**config.mk**
```make
export PLATFORM = sky130hd
export DESIGN_NAME = baud_bank_top
export DESIGN_NICKNAME = d
export VERILOG_FILES = /design/src/verilog/baud_pkg.sv /design/src/verilog/brg_if.sv /design/src/verilog/baud_bank_top.sv /design/src/verilog/baud_tick_collect.sv /design/src/verilog/baud_rate_gen.sv /design/src/verilog/baud_reg_decode.sv
export SDC_FILE = /design/constraint.sdc
export NUM_CORES = 1
export LEC_CHECK = 0
export BUFFER_PORTS_ARGS = -buffer_cell sky130_fd_sc_hd__buf_2
export CELL_PAD_IN_SITES_DETAIL_PLACEMENT = 0
export CELL_PAD_IN_SITES_GLOBAL_PLACEMENT = 2
export CORE_MARGIN = 8
export CORE_UTILIZATION = 30
export DETAILED_ROUTE_END_ITERATION = 10
export PLACE_DENSITY = 0.6
export SLEW_MARGIN = 20
export SYNTH_ARGS = -nofsm -noshare
export SYNTH_HDL_FRONTEND = slang
export SYNTH_SLANG_ARGS = --single-unit
```
**constraint.sdc**
```tcl
create_clock -name br_clk -period 6.7 [get_ports br_clk]
set_clock_uncertainty 0.2 [all_clocks]
set_input_delay 0.335 -clock br_clk [delete_from_list [all_inputs] [get_ports br_clk]]
set_output_delay 0.335 -clock br_clk [all_outputs]
set_load 0.01 [all_outputs]
```
**src/verilog/baud_pkg.sv**
```systemverilog
package baud_pkg;

  // ------------------------------------------------------------------
  // Bank dimensions
  // ------------------------------------------------------------------

  // Channels in the bank
  localparam int NUM_CH = 4;
  // Channel address width
  localparam int CH_W   = $clog2(NUM_CH);
  // Divisor and down-counter width
  localparam int RATE_W = 16;
  // Per-channel tick counter width
  localparam int TICK_W = 16;

  // ------------------------------------------------------------------
  // Types
  // ------------------------------------------------------------------

  // Divisor, also the range of the down-counter
  typedef logic [RATE_W-1:0] rate_t;
  // Tick count, wraps at the top
  typedef logic [TICK_W-1:0] tick_cnt_t;
  // Host channel select
  typedef logic [CH_W-1:0]   ch_sel_t;
  // Bit 1 upper byte, bit 0 lower byte
  typedef logic [1:0]        byte_en_t;

  // Collector per-channel state
  // Idle until the first reload so unprogrammed channels read zero
  typedef enum logic {
    CLR_IDLE = 1'b0,
    CLR_RUN  = 1'b1
  } clr_state_t;

endpackage : baud_pkg
```
**src/verilog/brg_if.sv**
```systemverilog
`timescale 1ns/1ps

interface brg_if;
  import baud_pkg::*;

  // Divisor per channel, held by the decoder
  rate_t             rate [NUM_CH];
  // One-cycle reload request after a host write
  logic [NUM_CH-1:0] reload;
  // Terminal count strobes, one bit per generator
  logic [NUM_CH-1:0] rce;
  // Half-duty baud clocks, one bit per generator
  logic [NUM_CH-1:0] rclk;

  // Register decoder side
  modport ctrl (
    output rate,
    output reload
  );

  // Generator side, each instance drives only its own bit
  modport gen (
    input  rate,
    input  reload,
    output rce,
    output rclk
  );

  // Tick collector side
  modport mon (
    input reload,
    input rce
  );

endinterface : brg_if

```
**src/verilog/baud_bank_top.sv**
```systemverilog
`timescale 1ns/1ps

module baud_bank_top (
  input  logic                         br_clk,
  input  logic                         rst,
  input  logic                         wr,
  input  baud_pkg::ch_sel_t            addr,
  input  baud_pkg::byte_en_t           be,
  input  baud_pkg::rate_t              d,
  output baud_pkg::rate_t              rd,
  output baud_pkg::tick_cnt_t          tick_cnt,
  output logic [baud_pkg::NUM_CH-1:0]  rce,
  output logic [baud_pkg::NUM_CH-1:0]  rclk
);
  import baud_pkg::*;

  // ------------------------------------------------------------------
  // Internal bus
  // ------------------------------------------------------------------

  brg_if bus ();

  // ------------------------------------------------------------------
  // Host registers
  // ------------------------------------------------------------------

  baud_reg_decode u_decode (
    .br_clk (br_clk),
    .rst    (rst),
    .wr     (wr),
    .addr   (addr),
    .be     (be),
    .d      (d),
    .rd     (rd),
    .bus    (bus.ctrl)
  );

  // ------------------------------------------------------------------
  // Generators, one per channel
  // ------------------------------------------------------------------

  for (genvar g = 0; g < NUM_CH; g++) begin : g_ch
    baud_rate_gen #(
      .CH (g)
    ) u_gen (
      .br_clk (br_clk),
      .rst    (rst),
      .bus    (bus.gen)
    );
  end

  // Tick counters
  baud_tick_collect u_collect (
    .br_clk   (br_clk),
    .rst      (rst),
    .addr     (addr),
    .bus      (bus.mon),
    .tick_cnt (tick_cnt)
  );

  // Per-channel outputs straight off the bus
  assign rce  = bus.rce;
  assign rclk = bus.rclk;

endmodule : baud_bank_top

```
**src/verilog/baud_tick_collect.sv**
```systemverilog
`timescale 1ns/1ps

module baud_tick_collect (
  input  logic                br_clk,
  input  logic                rst,
  input  baud_pkg::ch_sel_t   addr,
  brg_if.mon                  bus,
  output baud_pkg::tick_cnt_t tick_cnt
);
  import baud_pkg::*;

  // Tick counters, one per channel
  tick_cnt_t  cnt_q   [NUM_CH];
  // Armed by the first reload
  clr_state_t state_q [NUM_CH];

  // ------------------------------------------------------------------
  // Per-channel counting
  // ------------------------------------------------------------------

  always_ff @(posedge br_clk or posedge rst) begin
    if (rst) begin
      for (int i = 0; i < NUM_CH; i++) begin
        cnt_q[i]   <= '0;
        state_q[i] <= CLR_IDLE;
      end
    end else begin
      for (int i = 0; i < NUM_CH; i++) begin
        // Reload clears, wins over a same-edge tick
        if (bus.reload[i]) begin
          cnt_q[i]   <= '0;
          state_q[i] <= CLR_RUN;
        end else begin
          case (state_q[i])
            CLR_IDLE: begin
              // Never programmed, hold at zero
              cnt_q[i] <= '0;
            end
            CLR_RUN: begin
              if (bus.rce[i]) cnt_q[i] <= cnt_q[i] + tick_cnt_t'(1);
            end
            default: begin
              state_q[i] <= CLR_IDLE;
            end
          endcase
        end
      end
    end
  end

  // ------------------------------------------------------------------
  // Readback
  // ------------------------------------------------------------------

  // Combinational select, no read strobe
  assign tick_cnt = cnt_q[addr];

endmodule : baud_tick_collect

```
**src/verilog/baud_rate_gen.sv**
```systemverilog
`timescale 1ns/1ps

module baud_rate_gen #(
  parameter int CH = 0
) (
  input logic br_clk,
  input logic rst,
  brg_if.gen  bus
);
  import baud_pkg::*;

  // This channel's divisor
  rate_t rate;
  // Down-counter, runs R..1
  rate_t count_q;
  // Load on reload or terminal count
  logic  load;
  // Divide by 0 or 1 holds the count
  logic  dec_en;
  // Terminal count
  logic  rce;
  // Half-period clock
  logic  rclk_q;

  assign rate = bus.rate[CH];

  // ------------------------------------------------------------------
  // Down-counter
  // ------------------------------------------------------------------

  assign rce    = (count_q == rate_t'(1));
  assign load   = bus.reload[CH] || rce;
  assign dec_en = (rate > rate_t'(1));

  always_ff @(posedge br_clk or posedge rst) begin
    if (rst) begin
      count_q <= '0;
    end else if (load) begin
      count_q <= rate;
    end else if (dec_en) begin
      count_q <= count_q - rate_t'(1);
    end
  end

  // ------------------------------------------------------------------
  // Receive clock
  // ------------------------------------------------------------------

  // High for the upper part of the count, one cycle late
  always_ff @(posedge br_clk or posedge rst) begin
    if (rst) begin
      rclk_q <= 1'b0;
    end else begin
      rclk_q <= (count_q > (rate >> 1));
    end
  end

  assign bus.rce[CH]  = rce;
  assign bus.rclk[CH] = rclk_q;

  // ------------------------------------------------------------------
  // Checks
  // ------------------------------------------------------------------

  // Outside the reload cycle the register equals the last loaded divisor
  a_rce_nonzero : assert property (
    @(posedge br_clk) disable iff (rst)
    (bus.rce[CH] && !bus.reload[CH]) |-> (rate != '0)
  ) else $error("ch%0d rce with zero divisor", CH);

  a_count_range : assert property (
    @(posedge br_clk) disable iff (rst)
    !bus.reload[CH] |-> (count_q <= rate)
  ) else $error("ch%0d count above loaded divisor", CH);

endmodule : baud_rate_gen

```
**src/verilog/baud_reg_decode.sv**
```systemverilog
`timescale 1ns/1ps

module baud_reg_decode (
  input  logic               br_clk,
  input  logic               rst,
  input  logic               wr,
  input  baud_pkg::ch_sel_t  addr,
  input  baud_pkg::byte_en_t be,
  input  baud_pkg::rate_t    d,
  output baud_pkg::rate_t    rd,
  brg_if.ctrl                bus
);
  import baud_pkg::*;

  // Per-channel byte loads
  logic [NUM_CH-1:0] ub_ld;
  logic [NUM_CH-1:0] lb_ld;
  // Divisor registers
  rate_t             rate_q [NUM_CH];
  // Registered reload pulse
  logic [NUM_CH-1:0] reload_q;

  // ------------------------------------------------------------------
  // Write decode
  // ------------------------------------------------------------------

  always_comb begin
    for (int i = 0; i < NUM_CH; i++) begin
      // Upper byte only when be[1] set for the addressed channel
      ub_ld[i] = wr && (addr == ch_sel_t'(i)) && be[1];
      lb_ld[i] = wr && (addr == ch_sel_t'(i)) && be[0];
    end
  end

  // ------------------------------------------------------------------
  // Divisor registers and reload pulse
  // ------------------------------------------------------------------

  always_ff @(posedge br_clk or posedge rst) begin
    if (rst) begin
      for (int i = 0; i < NUM_CH; i++) begin
        rate_q[i] <= '0;
      end
      reload_q <= '0;
    end else begin
      for (int i = 0; i < NUM_CH; i++) begin
        // Bytes merge independently
        if (ub_ld[i]) rate_q[i][RATE_W-1:8] <= d[RATE_W-1:8];
        if (lb_ld[i]) rate_q[i][7:0] <= d[7:0];
      end
      // Any byte written restarts that channel next edge
      reload_q <= ub_ld | lb_ld;
    end
  end

  assign bus.rate   = rate_q;
  assign bus.reload = reload_q;

  // Host readback, combinational by address
  assign rd = rate_q[addr];

  // ------------------------------------------------------------------
  // Checks
  // ------------------------------------------------------------------

  // Back-to-back reload only from back-to-back host writes
  for (genvar g = 0; g < NUM_CH; g++) begin : g_chk
    a_reload_from_wr : assert property (
      @(posedge br_clk) disable iff (rst)
      (bus.reload[g] && $past(bus.reload[g])) |-> $past(wr)
    ) else $error("reload[%0d] held without a host write", g);
  end

endmodule : baud_reg_decode

```
=== Word level (Yosys, flattened, before mapping) ===
Cells that the tools add are included.

* ROM bits: 0
* Latch bits: 0
* Memories: 0
* Flip-flop bits (word level): 204
* Memory bits (writable): 0
* Input port bits: 23

* Eq/ne operators: 11
* Add/subtract/negate cells: 8
* $mul: 0
* Divide/modulo/power cells: 0
* Order comparisons: 9
* Reductions and logical operators: 21
* Mux-type cells: 26
* Bitwise operators: 6
* Shift-type cells: 0

{| class="wikitable"
|+ Operator list
! kind !! count
|-
| two-way mux 16 bit || 20
|-
| case mux 16 bit (2 select lines) || 4
|-
| adder 16 x 1 -> 16 bit, second input constant || 4
|-
| binary-select mux 16 bit (select 2 bit) || 2
|-
| equality test 16 x 1 -> 1 bit, second input constant || 4
|-
| > comparator 16 x 1 -> 1 bit, second input constant || 4
|-
| > comparator 16 x 15 -> 1 bit || 4
|-
| subtractor 16 x 1 -> 16 bit, second input constant || 4
|-
| logical AND 1 bit || 12
|-
| != test 3 bit, second input constant || 4
|-
| nonzero test 2 bit || 4
|-
| equality test 2 bit, second input constant || 2
|-
| logical OR 1 bit || 4
|-
| NOT 1 bit || 4
|-
| bitwise OR 4 bit || 1
|-
| >= comparator 3 bit, second input constant || 1
|-
| NOT 2 -> 3 bit || 1
|-
| equality test 2 x 1 -> 1 bit, second input constant || 1
|-
| logical NOT 2 bit || 1
|}

=== Depth between registers and ports, before layout ===
Gate-level depths: netlist (run 1).

* Word-level depth: 4
* Gate-level depth with buffers: 10
* Gate-level depth less buffers: 8

=== Least setup slack after synthesis (run 1) ===
No wires, ideal clock.

* Path kind: reg-to-reg
* Start: register g_ch[3].u_gen.count_q[1]
* End: register u_collect.cnt_q[11] in the netlist's numbering
* Library setup time: 0.132 ns
* Buffers on the path: 2
* Cell stages (with the launch flop): 10
* Required time: 6.368 ns
* Path slack: 4.044 ns
* Clock period less this slack: 2.656 ns
* Arrival time: 2.324 ns
* Path through: dfrtp_1 -> inv_1 -> ha_1 -> or4b_2 -> or4_1 -> buf_2 -> buf_2 -> nor3_1 -> xnor2_1 -> nor2_1

* Cells in the longest elaborated chain, start to end: 2

{| class="wikitable"
|+ Ends and longest elaborated chain
! what !! line !! source
|-
| from (decl) || baud_rate_gen.sv:15 || <nowiki>rate_t count_q;</nowiki>
|-
| from (signal assigned) || baud_rate_gen.sv:39 || <nowiki>count_q <= rate;</nowiki>
|-
| from (signal assigned) || baud_rate_gen.sv:41 || <nowiki>count_q <= count_q - rate_t'(1);</nowiki>
|-
| equality test 16 x 1 -> 1 bit || baud_rate_gen.sv:31 || <nowiki>assign rce = (count_q == rate_t'(1));</nowiki>
|-
| != test 3 bit (no source line) || -- ||
|-
| to (signal, indexed assignment) || baud_tick_collect.sv:40 || <nowiki>if (bus.rce[i]) cnt_q[i] <= cnt_q[i] + tick_cnt_t'(1);</nowiki>
|-
| to (decl) || baud_tick_collect.sv:13 || <nowiki>tick_cnt_t cnt_q [NUM_CH];</nowiki>
|}

No other way between the ends.
A chain may end at the register's enable or synchronous reset.

=== Final worst setup path (run 1) ===
* Start: register g_ch[1].u_gen.count_q[1]
* End: output rce[1] in the netlist's numbering

* Cells in the longest elaborated chain, start to end: 1

{| class="wikitable"
|+ Ends and longest elaborated chain
! what !! line !! source
|-
| from (decl) || baud_rate_gen.sv:15 ||
|-
| from (signal assigned) || baud_rate_gen.sv:39 ||
|-
| from (signal assigned) || baud_rate_gen.sv:41 ||
|-
| equality test 16 x 1 -> 1 bit || baud_rate_gen.sv:31 ||
|-
| to (decl) || baud_bank_top.sv:12 || <nowiki>output logic [baud_pkg::NUM_CH-1:0] rce,</nowiki>
|}

No other way between the ends.

==> metrics.cfg, run 1 <==
[die]
die_x_um = 216.2
io_pins = 63
die_area_sq_um = 46760
num_rows = 73
die_y_um = 216.2
initial_core_util_pct = 30.34
core_area_sq_um = 39640

[clock_network]
cts_root_buf = clkbuf_16
clock_latency_ps = 540
clock_path_buffers = 3
cts.sinks = 204
cts_made_buffers = 26
cts_tree = built
path_clk_slew_ps = 60
cts_resized = 0
postCtsSetupBuffers = 0
cts_max_level = 1
ctsHoldBuffers = 17

[grt]
grt_max_degree = 95
antenna_found_initial = 1
track_usage_pct = 15.92
grt-ovfl-total = 0
grt_pass1_wl_mm = 58.75
grt_pass1_vias = 9353

[placed_design]
dp_cells = 1759
portBuffers = 62
dp_hpwl_mm = 27.50
place.gp.congestion = 0.7823

[timing]
fin_crit_ps = 3620
fmax_ghz = 0.2763
finalHoldViolCount = 0
rsz0062_at_grt = no
tns_ps = 0
setup_viol = 0
relSlewSlack_pct = 31.25
finalCritPeriodShare_pct = 54.03
tightest_slew_ps = 1023
finalMaxSlewViolations = 0

[logic_synthesis]
synth-seq-area-share_pct = 42.44
ys_ff_latch = 204
synth_cell_type_count = 51
syn_area_per_cell_sq_um = 9.899
synth_edf_count = 0
syn-num-nets = 1310
ys_warn_count = 0
syn-cell-area_sq_um = 12030
async_flop_share_pct = 100.0
synth-main-ff-cell = dfrtp_1
synth_cells = 1215

[power_and_ir_drop]
pwr-share-clk_pct = 29.5
p_leak_nw = 5.908
p_per_area_nw_per_um2 = 331.4
internal_power_mw = 2.911
peakVddDrop_v = 0.0001640
totalPowerFinal_mw = 4.590
seqPwrFrac_pct = 41.6
p_switching_mw = 1.679
switching_share_pct = 36.58
comb_power_share_pct = 28.9

[drt]
wl_per_cell_um = 20.48
drt_pre_antenna_iters = 5
first_iter_violations = 455
via_per_inst = 5.063
antenna_left = 0
vias = 9209
routed_wirelength_mm = 37.26
drc = 0

[finish]
drive_gt1_share_pct = 17.00
layout_commonest_cell = dfrtp_1
antenna-diode-count = 0
nets = 1374
nFillCells = 4097
areaGrowthSynthToFinish_pct = 15.14
instances_no_fill = 1819
layout_common_cells = 204 x dfrtp_1, 107 x nand2_1, 100 x nor2_1

[critical_path]
crit_required_ps = 6160
endpoint_kind = primary output
critPathKind = reg -> out
arrival_ps = 3080
critPathMaxFanout = 12
crit_path_start_kind = flop

[run]
maxCapViolCount = 0

[worst_hold_path]
hold_path.class = in -> reg

[run_status]
run_status = finished, final reports clean

[layer usage]
| metal | GRT usage [%] | share of wire [%] | up-vias |
|---|---|---|---|
| li1 | - | - | 4465 |
| met1 | 22.45 | 48 | 4539 |
| met2 | 24.74 | 45 | 153 |
| met3 | 2.618 | 3.7 | 52 |
| met4 | 4.869 | 3.1 | 0 |
| met5 | 0 | 0 | - |
[flip-flops by register name, summed over array words and instances, names as in the netlist]
| name | count |
|---|---|
| g_ch.u_gen.rclk_q | 4 |
| u_decode.bus.rate | 64 |
| u_collect.state_q | 4 |
| g_ch.u_gen.count_q | 64 |
| u_decode.bus.reload | 4 |
| u_collect.cnt_q | 64 |
[worst max-delay path, cell delays in order (launching register included)]
cell	delay [ps]
dfrtp_1	420
inv_1	90
ha_1	140
nor4b_1	660
nand4_1	620
inv_1	400
buf_2	200
[power groups by stage]
stage               Combinational (mW)  Clock, mW  Sequential, mW
floorplan                         1.02          0            1.75
global placement                  1.33          0            1.94
detailed placement                1.32          0            1.94
CTS                               1.34       1.41            1.91
global route                      1.53       1.45            1.96
finish                            1.33       1.35            1.91
[logic make-up after synthesis]
group           count (synthesis)  synth area share [%]
fa+ha+maj                      72                 7.490
buf+inv                       129                 4.327
simple gates                  454                 19.34
flops                         204                 42.44
compound gates                166                 7.802
xor+xnor                      104                 7.573
mux                            86                 11.03
[through the flow]
step	instance area, sq um	hold WS, ps	worst slack [ps]	util [%]
after CTS	13850	92.56	2963	34.93
after detailed placement	12860	254.8	3196	32.44
after global placement	12860	249.8	3235	32.44
after floorplan	12030	237.2	597.6	-
after global routing	13850	135.3	2714	34.93
final	13850	125.0	3080	34.93
[synth_stat cells, types with 8 or more instances]
cell,instances,area share (%)
dfrtp_1,204,42
nand4b_1,12,0.87
xor2_1,63,4.6
clkbuf_1,33,1.0
xnor2_1,41,3.0
a21oi_1,51,2.1
inv_1,78,2.4
a21o_1,11,0.69
nand4_1,45,2.3
nand3_1,44,1.8
ha_1,72,7.5
mux2_2,52,4.9
nor4_1,32,1.7
or4_1,8,0.50
nand2_1,107,3.3
mux4_2,32,6.0
buf_4,8,0.50
nor2_1,100,3.1
nor3_1,38,1.6
o21ai_0,77,3.2
or2_2,11,0.57
or3_1,16,0.83
[worst paths after layout]
path | cells past startpoint | from | slack, ps | end
max | 6 | g_ch[1].u_gen.count_q[1]$_DFFE_PP0P_ | 3080 | rce[1]
min | 4 | be[0] | 130 | u_decode.bus.rate[55]$_DFFE_PP0P_
max reg2reg | 7 | g_ch[3].u_gen.count_q[1]$_DFFE_PP0P_ | 3200 | g_ch[3].u_gen.count_q[1]$_DFFE_PP0P_
min reg2reg | 1 | u_collect.state_q[0]$_DFFE_PP0P_ | 260 | u_collect.state_q[0]$_DFFE_PP0P_
max in group asynchronous | 4 | rst | 4750 | u_decode.bus.rate[21]$_DFFE_PP0P_
min in group asynchronous | 3 | rst | 230 | u_collect.cnt_q[54]$_DFFE_PP0P_
[final cells by class]
type | instances | area [sq um] | share of cell area (%)
Inverter | 78 | 300.3 | 2.168
Timing Repair Buffer | 87 | 540.5 | 3.903
Sequential cell | 204 | 5105 | 36.86
Tap cell | 525 | 656.9 | 4.743
Clock inverter | 7 | 35.03 | 0.2530
Clock buffer | 36 | 779.5 | 5.629
Multi-Input combinational cell | 882 | 6431 | 46.44
Power figures use the tool's default switching activity.
==> inputs of run 2 (changes only) <==
==> constraint.sdc (replaced) <==
create_clock -name br_clk -period 3.5 [get_ports br_clk]
set_clock_uncertainty 0.2 [all_clocks]
set_input_delay 0.175 -clock br_clk [delete_from_list [all_inputs] [get_ports br_clk]]
set_output_delay 0.175 -clock br_clk [all_outputs]
set_load 0.01 [all_outputs]
==> metrics.cfg, run 2 (synthesis gave the netlist of run 1 again) <==
[run_status]
run_status = finished, final reports clean  ; unchanged

[drt]
via_per_inst = 5.077  ; was 5.063
vias = 9489  ; was 9209
wl_per_cell_um = 20.22  ; was 20.48 um
routed_wirelength_mm = 37.79  ; was 37.26 mm
first_iter_violations = 588  ; was 455
antenna_left = 0  ; unchanged
drt_pre_antenna_iters = 6  ; was 5
drc = 0  ; unchanged

[timing]
relSlewSlack_pct = 34.76  ; was 31.25%
finalCritPeriodShare_pct = 88.92
finalMaxSlewViolations = 0  ; unchanged
fin_ws_ps = 387.8  ; was 3080 ps
tns_ps = 0  ; unchanged
whs_ps = 125.7  ; was 125.0 ps
tightest_slew_ps = 973.3  ; was 1023 ps
setup_viol = 0  ; unchanged
fmax_ghz = 0.3213
rsz0062_at_grt = no  ; unchanged
fin_crit_ps = 3112
finalHoldViolCount = 0  ; unchanged

[die]
io_pins = 63  ; unchanged
num_rows = 73  ; unchanged
die_x_um = 216.2  ; unchanged
core_area_sq_um = 39640  ; unchanged
initial_core_util_pct = 30.34  ; unchanged
die_y_um = 216.2  ; unchanged
die_area_sq_um = 46760  ; unchanged

[clock_network]
cts_resized = 0  ; unchanged
cts_made_buffers = 28  ; was 26
clock_path_buffers = 3  ; unchanged
clock_latency_ps = 560  ; was 540 ps
cts_root_buf = clkbuf_16  ; unchanged
path_clk_slew_ps = 60  ; about the same
cts_max_level = 1  ; unchanged
cts_tree = built  ; unchanged
cts.sinks = 204  ; unchanged

[grt]
grt_pass1_wl_mm = 58.98  ; was 58.75 mm
antenna_found_initial = 0  ; was 1
grt_max_degree = 117  ; was 95
track_usage_pct = 16.01  ; was 15.92%
grt-ovfl-total = 0  ; unchanged
grt_pass1_vias = 9503  ; was 9353

[placed_design]
dp_hpwl_mm = 28.10  ; was 27.50 mm
dp_cells = 1782  ; was 1759
dp_slack_ps = 490.5  ; was 3196 ps
place.gp.congestion = 0.7908  ; was 0.7823
portBuffers = 62  ; unchanged
place_area_sq_um = 13040  ; was 12860 sq um

[finish]
areaGrowthSynthToFinish_pct = 19.85  ; was 15.14%
post-route-util_pct = 36.36  ; was 34.93%
layout_common_cells = 204 x dfrtp_1, 107 x nand2_1, 100 x nor2_1  ; unchanged
antenna-diode-count = 0  ; unchanged
drive_gt1_share_pct = 18.53  ; was 17.00%
layout_commonest_cell = dfrtp_1  ; unchanged
instances_no_fill = 1869  ; was 1819
nets = 1418  ; was 1374
final_area_sq_um = 14420  ; was 13850 sq um

[critical_path]
critPathMaxFanout = 13  ; was 12
critical_path.cell_chain = inv_1, ha_1, or4b_2, nor4_4, buf_4, buf_2  ; was inv_1, ha_1, nor4b_1, nand4_1, inv_1, buf_2
arrival_ps = 2740  ; was 3080 ps
crit_required_ps = 3120  ; was 6160 ps
crit_buf_inv = 3  ; unchanged
endpoint_kind = primary output  ; unchanged
crit_path_start_kind = flop  ; unchanged
critPathKind = reg -> out  ; unchanged
cp_top_family = simple AND/OR/NAND/NOR gates  ; unchanged
critPathMaxStageDelay_ps = 630  ; was 660 ps
critPathSlowestCell = or4b_2  ; was nor4b_1

[power_and_ir_drop]
totalPowerFinal_mw = 9.404  ; was 4.590 mW
p_per_area_nw_per_um2 = 652.4  ; was 331.4 nW/um^2
p_leak_nw = 6.169  ; was 5.908 nW
peakVddDrop_v = 0.0003755  ; was 0.0001640 V

[run]
maxCapViolCount = 0  ; unchanged

[worst_hold_path]
hold_path.class = in -> async  ; was in -> reg

[run 2: cell count changes in the layout (fill, tap and decap cells not counted)]
| cell | change |
|---|---|
| nand2b_2 | -1 |
| buf_4 | +22 |
| inv_8 | -1 |
| clkbuf_1 | +1 |
| buf_12 | +1 |
| nand2b_1 | +1 |
| clkinv_8 | +1 |
| bufinv_16 | +5 |
| dlygate4sd3_1 | +19 |
| clkinvlp_4 | +2 |
| clkbuf_16 | +1 |
| clkinv_2 | -1 |
[run 2: final timing paths]
kind                                                           start                                    end  slack (ps)  cells after the start
worst min register to register      u_collect.state_q[1]$_DFFE_PP0P_       u_collect.state_q[1]$_DFFE_PP0P_         260                      1
worst max-delay path            g_ch[2].u_gen.count_q[1]$_DFFE_PP0P_                                 rce[2]         390                      6
max in group asynchronous                                        rst  g_ch[1].u_gen.count_q[11]$_DFFE_PP0P_        2160                      4
min in group br_clk                                          addr[0]       u_decode.bus.reload[3]$_DFF_PP0_         190                      4
worst min-delay path                                             rst        u_collect.cnt_q[63]$_DFFE_PP0P_         130                      4
worst max register to register  g_ch[3].u_gen.count_q[1]$_DFFE_PP0P_         u_collect.cnt_q[5]$_DFFE_PP0P_         460                      8
[run 2: cell type report]
cell class,count,area (sq um)
multi-input cells,882,6429
well taps,525,656.9
repair buffers,129,915.9
fillers,4104,25230
flip-flops and latches,204,5105
clock inverters,13,203.9
clock buffers,38,808.3
inverters,78,296.5
[run 2: report_power, final]
part	total, mW	switching, mW	internal [mW]
sequential	3.59	0.730	2.86
clock	3.11	1.14	1.98
combinational	2.70	1.44	1.26
total	9.40	3.31	6.10
[run 2: worst register-to-register path, cell delays in order, from the launching register on]
cell and delay (ps):
dfrtp_1 400, inv_1 90, ha_1 220, or4b_2 590, or4_1 670, buf_4 290, nor3_1 230, xnor2_1 150
nor2_1 60
[run 2: timing repair]
item	in CTS	in global routing
endpoints found under the hold margin	269	0
setup endpoints to repair	0	0
setup buffers	0	0
hold buffers	36	0
[run 2: routing by layer]
layer	vias to the layer above	GRT usage (%)	part of all wire [%]
li1	4567	-	-
met4	0	4.035	2.5
met2	167	25.89	46
met3	53	2.326	3.3
met1	4702	22.24	48
met5	-	0	0
==> inputs of run 3 (changes only) <==
--- a/config.mk
+++ b/config.mk
@@ -6,13 +6,10 @@
 export NUM_CORES = 1
 export LEC_CHECK = 0
 export BUFFER_PORTS_ARGS = -buffer_cell sky130_fd_sc_hd__buf_2
-export CELL_PAD_IN_SITES_DETAIL_PLACEMENT = 0
-export CELL_PAD_IN_SITES_GLOBAL_PLACEMENT = 2
-export CORE_MARGIN = 8
-export CORE_UTILIZATION = 30
 export DETAILED_ROUTE_END_ITERATION = 10
-export PLACE_DENSITY = 0.6
+export GPL_ROUTABILITY_DRIVEN = 0
 export SLEW_MARGIN = 20
 export SYNTH_ARGS = -nofsm -noshare
 export SYNTH_HDL_FRONTEND = slang
+export SYNTH_HIERARCHICAL = 1
 export SYNTH_SLANG_ARGS = --single-unit
==> constraint.sdc (replaced) <==
create_clock -name br_clk -period 3.9 [get_ports br_clk]
set_clock_uncertainty 0.2 [all_clocks]
set_input_delay 0.195 -clock br_clk [delete_from_list [all_inputs] [get_ports br_clk]]
set_output_delay 0.195 -clock br_clk [all_outputs]
set_load 0.01 [all_outputs]
==> metrics.cfg, run 3 <==
[logic_synthesis]
synth.most_common_cell = dfrtp_1  ; unchanged
synth-main-ff-cell = dfrtp_1  ; unchanged
synth_top_area_cell = dfrtp_1  ; unchanged
synth_edf_count = 0  ; unchanged
synth_cell_type_count = 62  ; was 51
synth_common_cells = 204 x dfrtp_1, 133 x nor2_1, 79 x inv_1  ; was 204 x dfrtp_1, 107 x nand2_1, 100 x nor2_1
synth-seq-area-share_pct = 39.43  ; was 42.44%
ys_warn_count = 0  ; unchanged
synth_stat.cells = 1200
ys_area_sq_um = 12950
ys_ff_latch = 204  ; unchanged
synth_top_area_share_pct = 39.43  ; was 42.44%
async_flop_share_pct = 100.0  ; unchanged
synth_area_leaders = dfrtp_1 39%, ha_1 7.0%, mux2_2 4.5%  ; was dfrtp_1 42%, ha_1 7.5%, mux4_2 6.0%

[run_status]
haltStage = 1_2_yosys
first-error = ERROR: Found 8 problems in 'check -assert'.
run_status = aborted with a tool error  ; was finished, final reports clean

[run 3: cell families after synthesis]
family	count (synthesis)	share of synthesized area, %
AOI/OAI and AO/OA	159	8.795
DFF	204	39.43
other	4	0.1159
and+or+nand+nor	403	18.43
xor gates and xnor gates	96	6.495
buffers and inverters	154	6.707
adders and majority gates	72	6.959
muxes	108	13.07
